**src/hdl/video_pkg.sv**
```systemverilog
package video_pkg;

	////////////////////////////////////////////////////////////
	// Datapath widths
	////////////////////////////////////////////////////////////

	// Column and row counters, wide enough for a full line
	parameter int COUNT_W = 10;

	// Dot colour code from the pixel source
	// Also the width of the palette index
	parameter int DOT_W = 8;

	// One colour component per output DAC
	parameter int COLOR_W = 4;

	////////////////////////////////////////////////////////////
	// Default raster geometry
	////////////////////////////////////////////////////////////

	// Horizontal, in pixel clocks
	// 288 + 32 + 32 + 32 = 384 clocks per line
	parameter int DEF_ACTIVE_COLS = 288;
	parameter int DEF_FRONT_H     = 32;
	parameter int DEF_SYNC_H      = 32;
	parameter int DEF_BACK_H      = 32;

	// Vertical, in whole lines
	// 224 + 48 + 8 + 8 = 288 lines per frame
	parameter int DEF_ACTIVE_ROWS = 224;
	parameter int DEF_FRONT_V     = 48;
	parameter int DEF_SYNC_V      = 8;
	parameter int DEF_BACK_V      = 8;

	// Phase order is the same on both axes
	// Active, front porch, sync, back porch

endpackage

```
**src/hdl/video_timing.sv**
```systemverilog
`timescale 1ns/1ns

module video_timing #(
	parameter int ACTIVE_COLS = video_pkg::DEF_ACTIVE_COLS,
	parameter int FRONT_H     = video_pkg::DEF_FRONT_H,
	parameter int SYNC_H      = video_pkg::DEF_SYNC_H,
	parameter int BACK_H      = video_pkg::DEF_BACK_H,
	parameter int ACTIVE_ROWS = video_pkg::DEF_ACTIVE_ROWS,
	parameter int FRONT_V     = video_pkg::DEF_FRONT_V,
	parameter int SYNC_V      = video_pkg::DEF_SYNC_V,
	parameter int BACK_V      = video_pkg::DEF_BACK_V
) (
	input  logic                          i_clk,
	input  logic                          i_rst_n,
	output logic [video_pkg::COUNT_W-1:0] o_col,
	output logic [video_pkg::COUNT_W-1:0] o_row,
	output logic                          o_active,
	output logic                          o_hsync_n,
	output logic                          o_vsync_n,
	output logic                          o_hblank,
	output logic                          o_vblank
);

	import video_pkg::*;

	typedef enum logic [1:0] {
		PH_ACTIVE,
		PH_FRONT,
		PH_SYNC,
		PH_BACK
	} h_phase_t;

	// Last column of each horizontal phase
	localparam logic [COUNT_W-1:0] H_ACT_LAST   = COUNT_W'(ACTIVE_COLS - 1);
	localparam logic [COUNT_W-1:0] H_FRONT_LAST = COUNT_W'(ACTIVE_COLS + FRONT_H - 1);
	localparam logic [COUNT_W-1:0] H_SYNC_LAST  = COUNT_W'(ACTIVE_COLS + FRONT_H + SYNC_H - 1);
	localparam logic [COUNT_W-1:0] H_LAST =
		COUNT_W'(ACTIVE_COLS + FRONT_H + SYNC_H + BACK_H - 1);

	// Vertical boundaries in rows
	localparam logic [COUNT_W-1:0] V_ACT_END    = COUNT_W'(ACTIVE_ROWS);
	localparam logic [COUNT_W-1:0] V_SYNC_START = COUNT_W'(ACTIVE_ROWS + FRONT_V);
	localparam logic [COUNT_W-1:0] V_SYNC_END   = COUNT_W'(ACTIVE_ROWS + FRONT_V + SYNC_V);
	localparam logic [COUNT_W-1:0] V_LAST =
		COUNT_W'(ACTIVE_ROWS + FRONT_V + SYNC_V + BACK_V - 1);

	h_phase_t           phase;
	h_phase_t           phase_nxt;
	logic [COUNT_W-1:0] col;
	logic [COUNT_W-1:0] col_nxt;
	logic [COUNT_W-1:0] row;
	logic [COUNT_W-1:0] row_nxt;
	logic               line_end;
	logic               hblank_nxt;
	logic               hsync_n_nxt;
	logic               vblank_nxt;
	logic               vsync_n_nxt;

	////////////////////////////////////////////////////////////
	// Horizontal phase FSM
	////////////////////////////////////////////////////////////

	// Phase moves on at the last column of each phase
	always_comb begin
		phase_nxt = phase;
		case (phase)
			PH_ACTIVE: if (col == H_ACT_LAST) begin
				phase_nxt = PH_FRONT;
			end
			PH_FRONT: if (col == H_FRONT_LAST) begin
				phase_nxt = PH_SYNC;
			end
			PH_SYNC: if (col == H_SYNC_LAST) begin
				phase_nxt = PH_BACK;
			end
			PH_BACK: if (col == H_LAST) begin
				phase_nxt = PH_ACTIVE;
			end
			default: phase_nxt = PH_ACTIVE;
		endcase
	end

	// Line wrap at the end of back porch
	assign line_end = (phase == PH_BACK) && (col == H_LAST);
	assign col_nxt  = line_end ? '0 : col + 1'b1;

	// Rows step once per line, wrap at frame end
	always_comb begin
		row_nxt = row;
		if (line_end) begin
			row_nxt = (row == V_LAST) ? '0 : row + 1'b1;
		end
	end

	// Level decode from the next position
	assign hblank_nxt  = (phase_nxt != PH_ACTIVE);
	assign hsync_n_nxt = (phase_nxt != PH_SYNC);
	assign vblank_nxt  = (row_nxt >= V_ACT_END);
	assign vsync_n_nxt = !((row_nxt >= V_SYNC_START) && (row_nxt < V_SYNC_END));

	////////////////////////////////////////////////////////////
	// Counters and registered levels
	////////////////////////////////////////////////////////////

	always_ff @(posedge i_clk or negedge i_rst_n) begin
		if (!i_rst_n) begin
			phase     <= PH_ACTIVE;
			col       <= '0;
			row       <= '0;
			// Blanked with sync idle until counting starts
			o_hblank  <= 1'b1;
			o_vblank  <= 1'b1;
			o_hsync_n <= 1'b1;
			o_vsync_n <= 1'b1;
			o_active  <= 1'b0;
		end else begin
			phase     <= phase_nxt;
			col       <= col_nxt;
			row       <= row_nxt;
			o_hblank  <= hblank_nxt;
			o_vblank  <= vblank_nxt;
			o_hsync_n <= hsync_n_nxt;
			o_vsync_n <= vsync_n_nxt;
			o_active  <= !(hblank_nxt || vblank_nxt);
		end
	end

	// Coordinates line up with the registered levels
	assign o_col = col;
	assign o_row = row;

endmodule

```
**src/hdl/clut_index_decode.sv**
```systemverilog
`timescale 1ns/1ns

module clut_index_decode (
	input  logic                        i_clk,
	input  logic                        i_rst_n,
	input  logic [video_pkg::DOT_W-1:0] i_dot,
	input  logic                        i_bank,
	input  logic                        i_hsync_n,
	input  logic                        i_vsync_n,
	input  logic                        i_hblank,
	input  logic                        i_vblank,
	output logic [video_pkg::DOT_W-1:0] o_index,
	output logic                        o_hsync_n,
	output logic                        o_vsync_n,
	output logic                        o_hblank,
	output logic                        o_vblank
);

	import video_pkg::*;

	// One entry per bank and dot pair
	localparam int TABLE_DEPTH = 2 ** (DOT_W + 1);

	logic [DOT_W-1:0] index_table [TABLE_DEPTH];
	logic [DOT_W:0]   table_addr;

	// Bank selects the upper half of the palette
	// Dot zero stays transparent in either bank
	function automatic logic [DOT_W-1:0] clut_entry(input int addr);
		logic [DOT_W-1:0] dot;
		logic             bank;
		dot  = addr[DOT_W-1:0];
		bank = addr[DOT_W];
		if (dot == '0) begin
			return '0;
		end
		return dot + {bank, {(DOT_W - 1){1'b0}}};
	endfunction

	// Table fixed at elaboration, acts as a ROM
	for (genvar g = 0; g < TABLE_DEPTH; g++) begin : g_index_table
		assign index_table[g] = clut_entry(g);
	end

	assign table_addr = {i_bank, i_dot};

	// Registered lookup
	always_ff @(posedge i_clk) begin
		o_index <= index_table[table_addr];
	end

	// Timing levels follow the index by one cycle
	always_ff @(posedge i_clk or negedge i_rst_n) begin
		if (!i_rst_n) begin
			o_hsync_n <= 1'b1;
			o_vsync_n <= 1'b1;
			o_hblank  <= 1'b1;
			o_vblank  <= 1'b1;
		end else begin
			o_hsync_n <= i_hsync_n;
			o_vsync_n <= i_vsync_n;
			o_hblank  <= i_hblank;
			o_vblank  <= i_vblank;
		end
	end

endmodule

```
**src/hdl/palette_lookup.sv**
```systemverilog
`timescale 1ns/1ns

module palette_lookup (
	input  logic                          i_clk,
	input  logic                          i_rst_n,
	input  logic [video_pkg::DOT_W-1:0]   i_index,
	input  logic                          i_hsync_n,
	input  logic                          i_vsync_n,
	input  logic                          i_hblank,
	input  logic                          i_vblank,
	output logic [video_pkg::COLOR_W-1:0] o_red,
	output logic [video_pkg::COLOR_W-1:0] o_green,
	output logic [video_pkg::COLOR_W-1:0] o_blue,
	output logic                          o_hsync_n,
	output logic                          o_vsync_n,
	output logic                          o_hblank,
	output logic                          o_vblank
);

	import video_pkg::*;

	localparam int PAL_DEPTH = 2 ** DOT_W;

	// Packed as red, green, blue
	logic [3*COLOR_W-1:0] palette_table [PAL_DEPTH];

	// Red from low nibble, green from high nibble
	// Blue mixes both
	function automatic logic [3*COLOR_W-1:0] palette_entry(input int idx);
		logic [COLOR_W-1:0] lo;
		logic [COLOR_W-1:0] hi;
		lo = idx[COLOR_W-1:0];
		hi = idx[2*COLOR_W-1:COLOR_W];
		return {lo, hi, lo ^ hi};
	endfunction

	for (genvar g = 0; g < PAL_DEPTH; g++) begin : g_palette_table
		assign palette_table[g] = palette_entry(g);
	end

	// Synchronous read straight into the colour registers
	always_ff @(posedge i_clk) begin
		{o_red, o_green, o_blue} <= palette_table[i_index];
	end

	// Sync and blank carried alongside
	always_ff @(posedge i_clk or negedge i_rst_n) begin
		if (!i_rst_n) begin
			o_hsync_n <= 1'b1;
			o_vsync_n <= 1'b1;
			o_hblank  <= 1'b1;
			o_vblank  <= 1'b1;
		end else begin
			o_hsync_n <= i_hsync_n;
			o_vsync_n <= i_vsync_n;
			o_hblank  <= i_hblank;
			o_vblank  <= i_vblank;
		end
	end

endmodule

```
**src/hdl/video_output.sv**
```systemverilog
`timescale 1ns/1ns

module video_output (
	input  logic                          i_clk,
	input  logic                          i_rst_n,
	input  logic [video_pkg::COLOR_W-1:0] i_red,
	input  logic [video_pkg::COLOR_W-1:0] i_green,
	input  logic [video_pkg::COLOR_W-1:0] i_blue,
	input  logic                          i_hsync_n,
	input  logic                          i_vsync_n,
	input  logic                          i_hblank,
	input  logic                          i_vblank,
	output logic [video_pkg::COLOR_W-1:0] o_red,
	output logic [video_pkg::COLOR_W-1:0] o_green,
	output logic [video_pkg::COLOR_W-1:0] o_blue,
	output logic                          o_hsync_n,
	output logic                          o_vsync_n,
	output logic                          o_csync_n,
	output logic                          o_hblank,
	output logic                          o_vblank
);

	import video_pkg::*;

	logic blanking;

	// Either blank forces black
	assign blanking = i_hblank || i_vblank;

	////////////////////////////////////////////////////////////
	// Final output flops
	////////////////////////////////////////////////////////////

	always_ff @(posedge i_clk or negedge i_rst_n) begin
		if (!i_rst_n) begin
			o_red     <= '0;
			o_green   <= '0;
			o_blue    <= '0;
			o_hsync_n <= 1'b1;
			o_vsync_n <= 1'b1;
			o_csync_n <= 1'b1;
			o_hblank  <= 1'b1;
			o_vblank  <= 1'b1;
		end else begin
			o_red     <= blanking ? {COLOR_W{1'b0}} : i_red;
			o_green   <= blanking ? {COLOR_W{1'b0}} : i_green;
			o_blue    <= blanking ? {COLOR_W{1'b0}} : i_blue;
			o_hsync_n <= i_hsync_n;
			o_vsync_n <= i_vsync_n;
			// Composite low while either sync is low
			o_csync_n <= i_hsync_n && i_vsync_n;
			o_hblank  <= i_hblank;
			o_vblank  <= i_vblank;
		end
	end

endmodule

```
**src/hdl/videogen_top.sv**
```systemverilog
`timescale 1ns/1ns

module videogen_top #(
	parameter int ACTIVE_COLS = video_pkg::DEF_ACTIVE_COLS,
	parameter int FRONT_H     = video_pkg::DEF_FRONT_H,
	parameter int SYNC_H      = video_pkg::DEF_SYNC_H,
	parameter int BACK_H      = video_pkg::DEF_BACK_H,
	parameter int ACTIVE_ROWS = video_pkg::DEF_ACTIVE_ROWS,
	parameter int FRONT_V     = video_pkg::DEF_FRONT_V,
	parameter int SYNC_V      = video_pkg::DEF_SYNC_V,
	parameter int BACK_V      = video_pkg::DEF_BACK_V
) (
	input  logic                          i_clk,
	input  logic                          i_rst_n,
	input  logic [video_pkg::DOT_W-1:0]   i_dot,
	input  logic                          i_bank,
	output logic [video_pkg::COUNT_W-1:0] o_col,
	output logic [video_pkg::COUNT_W-1:0] o_row,
	output logic                          o_active,
	output logic [video_pkg::COLOR_W-1:0] o_red,
	output logic [video_pkg::COLOR_W-1:0] o_green,
	output logic [video_pkg::COLOR_W-1:0] o_blue,
	output logic                          o_hsync_n,
	output logic                          o_vsync_n,
	output logic                          o_csync_n,
	output logic                          o_hblank,
	output logic                          o_vblank
);

	import video_pkg::*;

	// Timing block levels, aligned with o_col and o_row
	logic t_hsync_n, t_vsync_n, t_hblank, t_vblank;
	// Decode stage outputs
	logic [DOT_W-1:0] d_index;
	logic d_hsync_n, d_vsync_n, d_hblank, d_vblank;
	// Execute stage outputs
	logic [COLOR_W-1:0] p_red, p_green, p_blue;
	logic p_hsync_n, p_vsync_n, p_hblank, p_vblank;

	video_timing #(
		.ACTIVE_COLS(ACTIVE_COLS), .FRONT_H(FRONT_H), .SYNC_H(SYNC_H), .BACK_H(BACK_H),
		.ACTIVE_ROWS(ACTIVE_ROWS), .FRONT_V(FRONT_V), .SYNC_V(SYNC_V), .BACK_V(BACK_V)
	) u_timing (
		.i_clk(i_clk), .i_rst_n(i_rst_n), .o_col(o_col), .o_row(o_row), .o_active(o_active),
		.o_hsync_n(t_hsync_n), .o_vsync_n(t_vsync_n), .o_hblank(t_hblank), .o_vblank(t_vblank)
	);

	// Stage 1, bank and dot to palette index
	clut_index_decode u_decode (
		.i_clk(i_clk), .i_rst_n(i_rst_n), .i_dot(i_dot), .i_bank(i_bank),
		.i_hsync_n(t_hsync_n), .i_vsync_n(t_vsync_n), .i_hblank(t_hblank), .i_vblank(t_vblank),
		.o_index(d_index),
		.o_hsync_n(d_hsync_n), .o_vsync_n(d_vsync_n), .o_hblank(d_hblank), .o_vblank(d_vblank)
	);

	// Stage 2, index to RGB
	palette_lookup u_palette (
		.i_clk(i_clk), .i_rst_n(i_rst_n), .i_index(d_index),
		.i_hsync_n(d_hsync_n), .i_vsync_n(d_vsync_n), .i_hblank(d_hblank), .i_vblank(d_vblank),
		.o_red(p_red), .o_green(p_green), .o_blue(p_blue),
		.o_hsync_n(p_hsync_n), .o_vsync_n(p_vsync_n), .o_hblank(p_hblank), .o_vblank(p_vblank)
	);

	// Stage 3, blanking and composite sync
	video_output u_output (
		.i_clk(i_clk), .i_rst_n(i_rst_n), .i_red(p_red), .i_green(p_green), .i_blue(p_blue),
		.i_hsync_n(p_hsync_n), .i_vsync_n(p_vsync_n), .i_hblank(p_hblank), .i_vblank(p_vblank),
		.o_red(o_red), .o_green(o_green), .o_blue(o_blue),
		.o_hsync_n(o_hsync_n), .o_vsync_n(o_vsync_n), .o_csync_n(o_csync_n),
		.o_hblank(o_hblank), .o_vblank(o_vblank)
	);

endmodule

```
**config.mk**
```make
export PLATFORM = sky130hd
export DESIGN_NAME = videogen_top
export DESIGN_NICKNAME = d
export VERILOG_FILES = /design/src/hdl/video_pkg.sv /design/src/hdl/video_timing.sv /design/src/hdl/clut_index_decode.sv /design/src/hdl/palette_lookup.sv /design/src/hdl/video_output.sv /design/src/hdl/videogen_top.sv
export SDC_FILE = /design/constraint.sdc
export NUM_CORES = 1
export LEC_CHECK = 0
export ABC_AREA = 1
export BUFFER_PORTS_ARGS = -buffer_cell sky130_fd_sc_hd__buf_2
export CAP_MARGIN = 5
export CELL_PAD_IN_SITES_DETAIL_PLACEMENT = 0
export CELL_PAD_IN_SITES_GLOBAL_PLACEMENT = 1
export CORE_MARGIN = 5
export CORE_UTILIZATION = 42
export CTS_CLUSTER_DIAMETER = 150
export CTS_CLUSTER_SIZE = 16
export DETAILED_ROUTE_END_ITERATION = 8
export GPL_TIMING_DRIVEN = 0
export PLACE_DENSITY = 0.78
export SETUP_SLACK_MARGIN = 0.15
export SYNTH_ARGS = -nofsm -noshare
export SYNTH_HDL_FRONTEND = slang
export SYNTH_HIERARCHICAL = 1
export SYNTH_SLANG_ARGS = --single-unit
```
**constraint.sdc**
```tcl
create_clock -name i_clk -period 2.2 [get_ports i_clk]
set_clock_uncertainty 0.1 [all_clocks]
set_input_delay 0 -clock i_clk [delete_from_list [all_inputs] [get_ports i_clk]]
set_output_delay 0 -clock i_clk [all_outputs]
set_load 0.05 [all_outputs]
```
# After elaboration in Yosys (flattened, before gate mapping)
# Memory sizes are Yosys's and may differ from the RTL's. A register that Yosys moved wholly into a read port is not among the register bits.
# Cells that the tools add are included.
dict set report totals {
  inputBits 11
  mem_count 2
  romBits 7168
  reg_bits 52
}
# memory words word_bits read_ports rd_clocked_by_memory_dff wr line_no
set mem_list {}
lappend mem_list {{(no name shown)} 512 8 1 1 0 clut_index_decode.sv:49} ;# o_index <= index_table[table_addr];
lappend mem_list {{(no name shown)} 256 12 1 1 0 palette_lookup.sv:43} ;# {o_red, o_green, o_blue} <= palette_table[i_index];
dict set report classes {
  n_eq_ne 9
  magnitude_cmp 3
  n_bitwise 2
  n_mux 11
  n_addsub 2
  n_reduce_logical 9
}
# operator n
set ops {}
lappend ops {{10-bit by 9-bit == test with 1-bit output (second input constant)} 5}
lappend ops {{10-bit 2-to-1 mux} 3}
lappend ops {{10-bit by 1-bit adder with 10-bit output (second input constant)} 2}
lappend ops {{4-bit 2-to-1 mux} 3}
lappend ops {{10-bit by 8-bit >= comparator with 1-bit output (second input constant)} 1}
lappend ops {{10-bit by 9-bit >= comparator with 1-bit output (second input constant)} 1}
lappend ops {{10-bit by 9-bit less-than comparator with 1-bit output (second input constant)} 1}
lappend ops {{9-bit inverter with 10-bit output} 1}
lappend ops {{8-bit inverter with 9-bit output} 1}
lappend ops {{2-bit 2-to-1 mux} 4}
lappend ops {{2-bit case mux with 4 select lines} 1}
lappend ops {{2-bit == test (second input constant)} 2}
lappend ops {{1-bit logical AND} 3}
lappend ops {{2-bit by 1-bit == test with 1-bit output (second input constant)} 1}
lappend ops {{1-bit logical NOT} 2}
lappend ops {{2-bit logical NOT} 1}
lappend ops {{1-bit logical OR} 2}
lappend ops {{2-bit != test (second input constant)} 1}
lappend ops {{2-bit nonzero test} 1}

# Depth between registers and ports, before layout
dict set report depth {
  word_depth 6
  mapped_depth 12
}

# Hierarchy
# The synthesis kept the hierarchy.
# module instances area_each_um2 cells_per_inst seq_area_each_um2
set modules_own_cells {}
lappend modules_own_cells {video_timing 1 1496.4 187 680.7}
lappend modules_own_cells {video_output 1 584.3 47 431.7}
lappend modules_own_cells {palette_lookup 1 420.4 36 345.3}
lappend modules_own_cells {clut_index_decode 1 307.8 23 265.3}

# Worst setup path before layout
# OpenSTA, ideal clock, no wires.
dict set report synth_path {
  kind {register to register}
  from {reg u_timing.col[0], in the netlist u_timing/o_col[0]}
  to {reg u_timing.o_active}
  t_required_ps 1983
  arrival_ps 1832
  path_buffers 1
  path_stages_with_launch 12
  setup_time_ps 117
  slack_ps 151
  path_cell_list {dfrtp_1 > ha_1 > nand2_2 > nor2_4 > nand3_2 > buf_6 > nor2_4 > nor2_1 > nor2_4 > nand2_2 > nand2_2 > nor2_2}
}
dict set report synth_between {
  elab_chain_len 6
  word_cells_on_any_way 15
  classes_between {order compare: 1; eq/ne: 4; mux: 6; reduce/logical: 4}
}
# item line_no
set synth_rtl {}
lappend synth_rtl {{start: declaration} video_timing.sv:49} ;# logic [COUNT_W-1:0] col;
lappend synth_rtl {{start signal: assignment} video_timing.sv:118} ;# col <= col_nxt;
lappend synth_rtl {{10-bit by 9-bit == test with 1-bit output} video_timing.sv:84} ;# assign line_end = (phase == PH_BACK) && (col == H_LAST);
lappend synth_rtl {{1-bit logical AND} video_timing.sv:84}
lappend synth_rtl {{10-bit 2-to-1 mux} video_timing.sv:90} ;# if (line_end) begin
lappend synth_rtl {{net u_timing.row_nxt[5]} video_timing.sv:52} ;# logic [COUNT_W-1:0] row_nxt;
lappend synth_rtl {{10-bit by 8-bit >= comparator with 1-bit output} video_timing.sv:98} ;# assign vblank_nxt = (row_nxt >= V_ACT_END);
lappend synth_rtl {{net u_timing.vblank_nxt} video_timing.sv:56} ;# logic vblank_nxt;
lappend synth_rtl {{1-bit logical OR} video_timing.sv:124} ;# o_active <= !(hblank_nxt || vblank_nxt);
lappend synth_rtl {{1-bit logical NOT} video_timing.sv:124}
lappend synth_rtl {{end signal: assignment} video_timing.sv:124}
lappend synth_rtl {{end: declaration} video_timing.sv:17} ;# output logic o_active,
# The timed path passes the listed nets, and every way through them passes these cells.

# Worst setup path after layout
dict set report layout_path {
  from {reg u_timing.col[0], in the netlist u_timing/o_col[0]}
  to {reg u_timing.o_active}
}
dict set report layout_between {
  elab_chain_len 6
  word_cells_on_any_way 15
  classes_between {order compare: 1; eq/ne: 4; mux: 6; reduce/logical: 4}
}
# item line_no
set layout_rtl {}
lappend layout_rtl {{10-bit by 9-bit == test with 1-bit output} video_timing.sv:84}
lappend layout_rtl {{1-bit logical AND} video_timing.sv:84}
lappend layout_rtl {{10-bit 2-to-1 mux} video_timing.sv:90}
lappend layout_rtl {{10-bit by 8-bit >= comparator with 1-bit output} video_timing.sv:98}
lappend layout_rtl {{net u_timing.vblank_nxt} video_timing.sv:56}
lappend layout_rtl {{1-bit logical OR} video_timing.sv:124}
lappend layout_rtl {{1-bit logical NOT} video_timing.sv:124}
# The timed path passes the listed nets, and every way through them passes these cells.

==> results.cfg <==
[synth]
synth_xor_xnor_area_share_pct = 1.83
synth_seq_area_share_pct = 61.3
synthAdderAreaFrac_pct = 0.891
synthTopCellsByCount = 67 x nand2_1, 49 x inv_1, 35 x dfrtp_1
postSynthCellCount = 293
synthSimpleGateAreaFrac_pct = 26.2
yosysWarnings = 6
synth.most_common_cell = nand2_1
synth_mux_area_share_pct = 0
syn_area_per_cell_sq_um = 9.59
synth_top_family_by_area = simple AND/OR/NAND/NOR gates
synth_ff_type = dfrtp_1
synth_seq_cells = 72
synth_compound_area_share_pct = 2.14
synth_cell_type_count = 28
netlist_area_sq_um = 2810
ys_async_sr_fraction_pct = 72.2
yosys.area.top_type_share_pct = 31.2
synth-edff-count = 0
synth.area.top_cells = dfrtp_1 31%, dfstp_2 16%, dfxtp_1 14%
yosys.area.top_type = dfrtp_1
synth.net_count = 306

[worst_setup_path]
crit_top_cell = nand2_2
worstPathRequired_ps = 2340
worst-setup-path-type = reg -> reg
slowest_delay_ps = 410
worstRegToRegCells = 10
arrival_ps = 2010
cp_slowest_cell = dfrtp_1
crit_path_cell_trace = ha_1, nand2_2, nor2_4, nand4_1, nor2_2, nor2_4, nor2_1, nand2_2, nand2_2, nor2_2
endpoint_kind = register
startpoint_type = register
crit_fanout = 5

[route]
drtIter0Drc = 73
drc = 0
wl_per_cell_um = 11.7
drt-total-wl_um = 5190
antenna_left = 0
vias_per_cell = 4.46
drtPass1Iterations = 4
vias = 1986

[global_route]
grt.total_usage_pct = 13.5
grt_start_max_net_pins = 53
grt_pass1_wl_um = 9020
first_global_vias = 1974
overflow = 0
antenna_found_initial = 0

[sta]
slew_violations = 0
min_period_ps = 1870
setup_tns_ps = 0
setup_viol = 0
maxSlewHeadroom_pct = 25.3
hold_violations = 0
worst_pin_slew_ps = 1120
max_freq_mhz = 535
rsz0062_at_grt = no
period_share_pct = 85.0

[pwr]
irDropWorstVdd_uv = 398
power_density_nw_per_um2 = 746
switching_power_uw = 643
p_sw_share_pct = 24.8
combPwrFrac_pct = 5.4
internal_power_uw = 1950
p_leak_uw = 0.00177
p_seq_share_pct = 52.8
clkPwrFrac_pct = 41.8

[clocking]
clkTransAtPathRegs_ps = 90
cts_buffer_depth = 2
clock-sinks = 72
cts_buffers = 9
clock_latency_ps = 350
cts-root-buf = clkbuf_8
cts_tree = yes
post-cts-setup-buffers = 0
cts_max_level = 3

[worst_hold_path]
holdPathStages = 2
hp-class = in -> reg

[place]
place_congestion = 0.805
dpl_cell_area_sq_um = 3150
place_hpwl_um = 3590
io_buffers = 48

[run]
max_cap_viol_count = 0

[finish]
nFillCells = 600
drive_gt1_share_pct = 31.5
seqCellArea_sq_um = 1720
nets = 376
multi_input_area_sq_um = 880
syn_to_final_growth_pct = 23.6
n_antenna_cell = 0
finalInstanceArea_sq_um = 3470

[floorplanning]
fp.dieArea_sq_um = 8420
rows = 29
start_util_pct = 43.7
io_pins = 49
core_area_sq_um = 6420
die_h_um = 91.8
die_x_um = 91.8

[outcome]
status = finished clean
==> metrics by stage <==
step                      hold WS, ps  power, uW  utilization [%]  worst slack, ps  instances
after floorplan                  -396       1470                -              151        293
final                             194       2590             54.1              330        445
after global routing              180       2700             54.1              154        445
after detailed placement         18.2       1520             49.0              248        418
after global placement           16.5       1520             49.0              267        418
after CTS                         178       2630             53.9              245        445
==> sequential cells by signal (all words and copies together), names as in the netlist, 2 cells and up <==
| name | cells |
|---|---|
| u_decode/o_index | 8 |
| u_output/o_blue | 4 |
| u_output/o_green | 4 |
| u_output/o_red | 4 |
| u_palette/o_blue | 4 |
| u_palette/o_green | 4 |
| u_palette/o_red | 4 |
| u_timing/o_col | 10 |
| u_timing/o_row | 10 |
| u_timing/phase | 2 |
==> cells by family after synthesis <==
kind of cell | after synthesis
AO/OA/AOI/OAI | 11
XOR/XNOR | 5
adder cells (fa/ha/maj) | 2
buffers and inverters | 53
flip-flops | 72
AND/OR/NAND/NOR | 150
==> metal layers <==
layer / global-route usage (%) / routed length (um)
met4: 5.20 / 63
met2: 21.1 / 2440
met1: 17.4 / 2430
met3: 4.26 / 253
met5: 0 / 0
==> power groups by stage <==
stage | Combinational, uW | Sequential [uW] | Clock (uW)
5_1_grt | 154 | 1370 | 1180
4_1_cts | 143 | 1370 | 1110
3_5_place_dp | 128 | 1390 | 0
2_1_floorplan | 27.8 | 1440 | 0
6_report | 140 | 1370 | 1080
3_3_place_gp | 125 | 1390 | 0
==> layout by cell type, fill, tap and decap left out, types with 2 or more instances in the layout <==
cell,count
a21oi_1,2
buf_2,48
buf_6,2
clkbuf_8,9
clkinv_4,2
dfrtp_1,35
dfstp_2,17
dfxtp_1,20
dlygate4sd3_1,11
ha_1,2
inv_1,49
inv_2,2
inv_6,3
nand2_1,67
nand2_2,5
nand3_1,15
nand3_2,3
nand3b_1,2
nand4_1,3
nor2_1,27
nor2_2,13
nor2_4,7
nor3_1,4
o21ai_0,5
o21ai_1,2
o21bai_1,2
xnor2_1,2
xor2_1,2
==> area by class of cell <==
class | count | area share [%]
repair buffers | 59 | 10.1
flip-flops and latches | 72 | 49.6
inverters | 51 | 5.51
clock buffers | 9 | 3.57
clock inverters | 7 | 2.45
well taps | 77 | 2.77
multi-input cells | 168 | 25.3
plain buffers | 2 | 0.649
==> path summary, 6_finish.rpt <==
check                                       start             endpoint  slack, ps
worst min-delay path                     i_dot[0]  u_decode/o_index[0]        190
worst max register to register  u_timing/o_col[0]    u_timing/o_active        330
max in group asynchronous                 i_rst_n    u_output/o_red[2]       1000
min in group asynchronous                 i_rst_n    u_timing/o_col[0]        320
worst max-delay path            u_timing/o_col[0]    u_timing/o_active        330
worst min register to register  u_decode/o_vblank   u_palette/o_vblank        260
==> worst max-delay path, delay by kind of cell (launching register included) <==
kind / cells / cell delay (ps)
flip-flops: 1 / 410
adder cells (fa/ha/maj): 1 / 210
AND/OR/NAND/NOR: 9 / 1040
==> timing repair <==
action / in CTS / in global routing
endpoints found under the setup margin: 0 / 2
endpoints found under the hold margin: 43 / 0
hold buffers: 11 / 0
gates resized for setup: 0 / 2
Power figures use the tool's default switching activity.
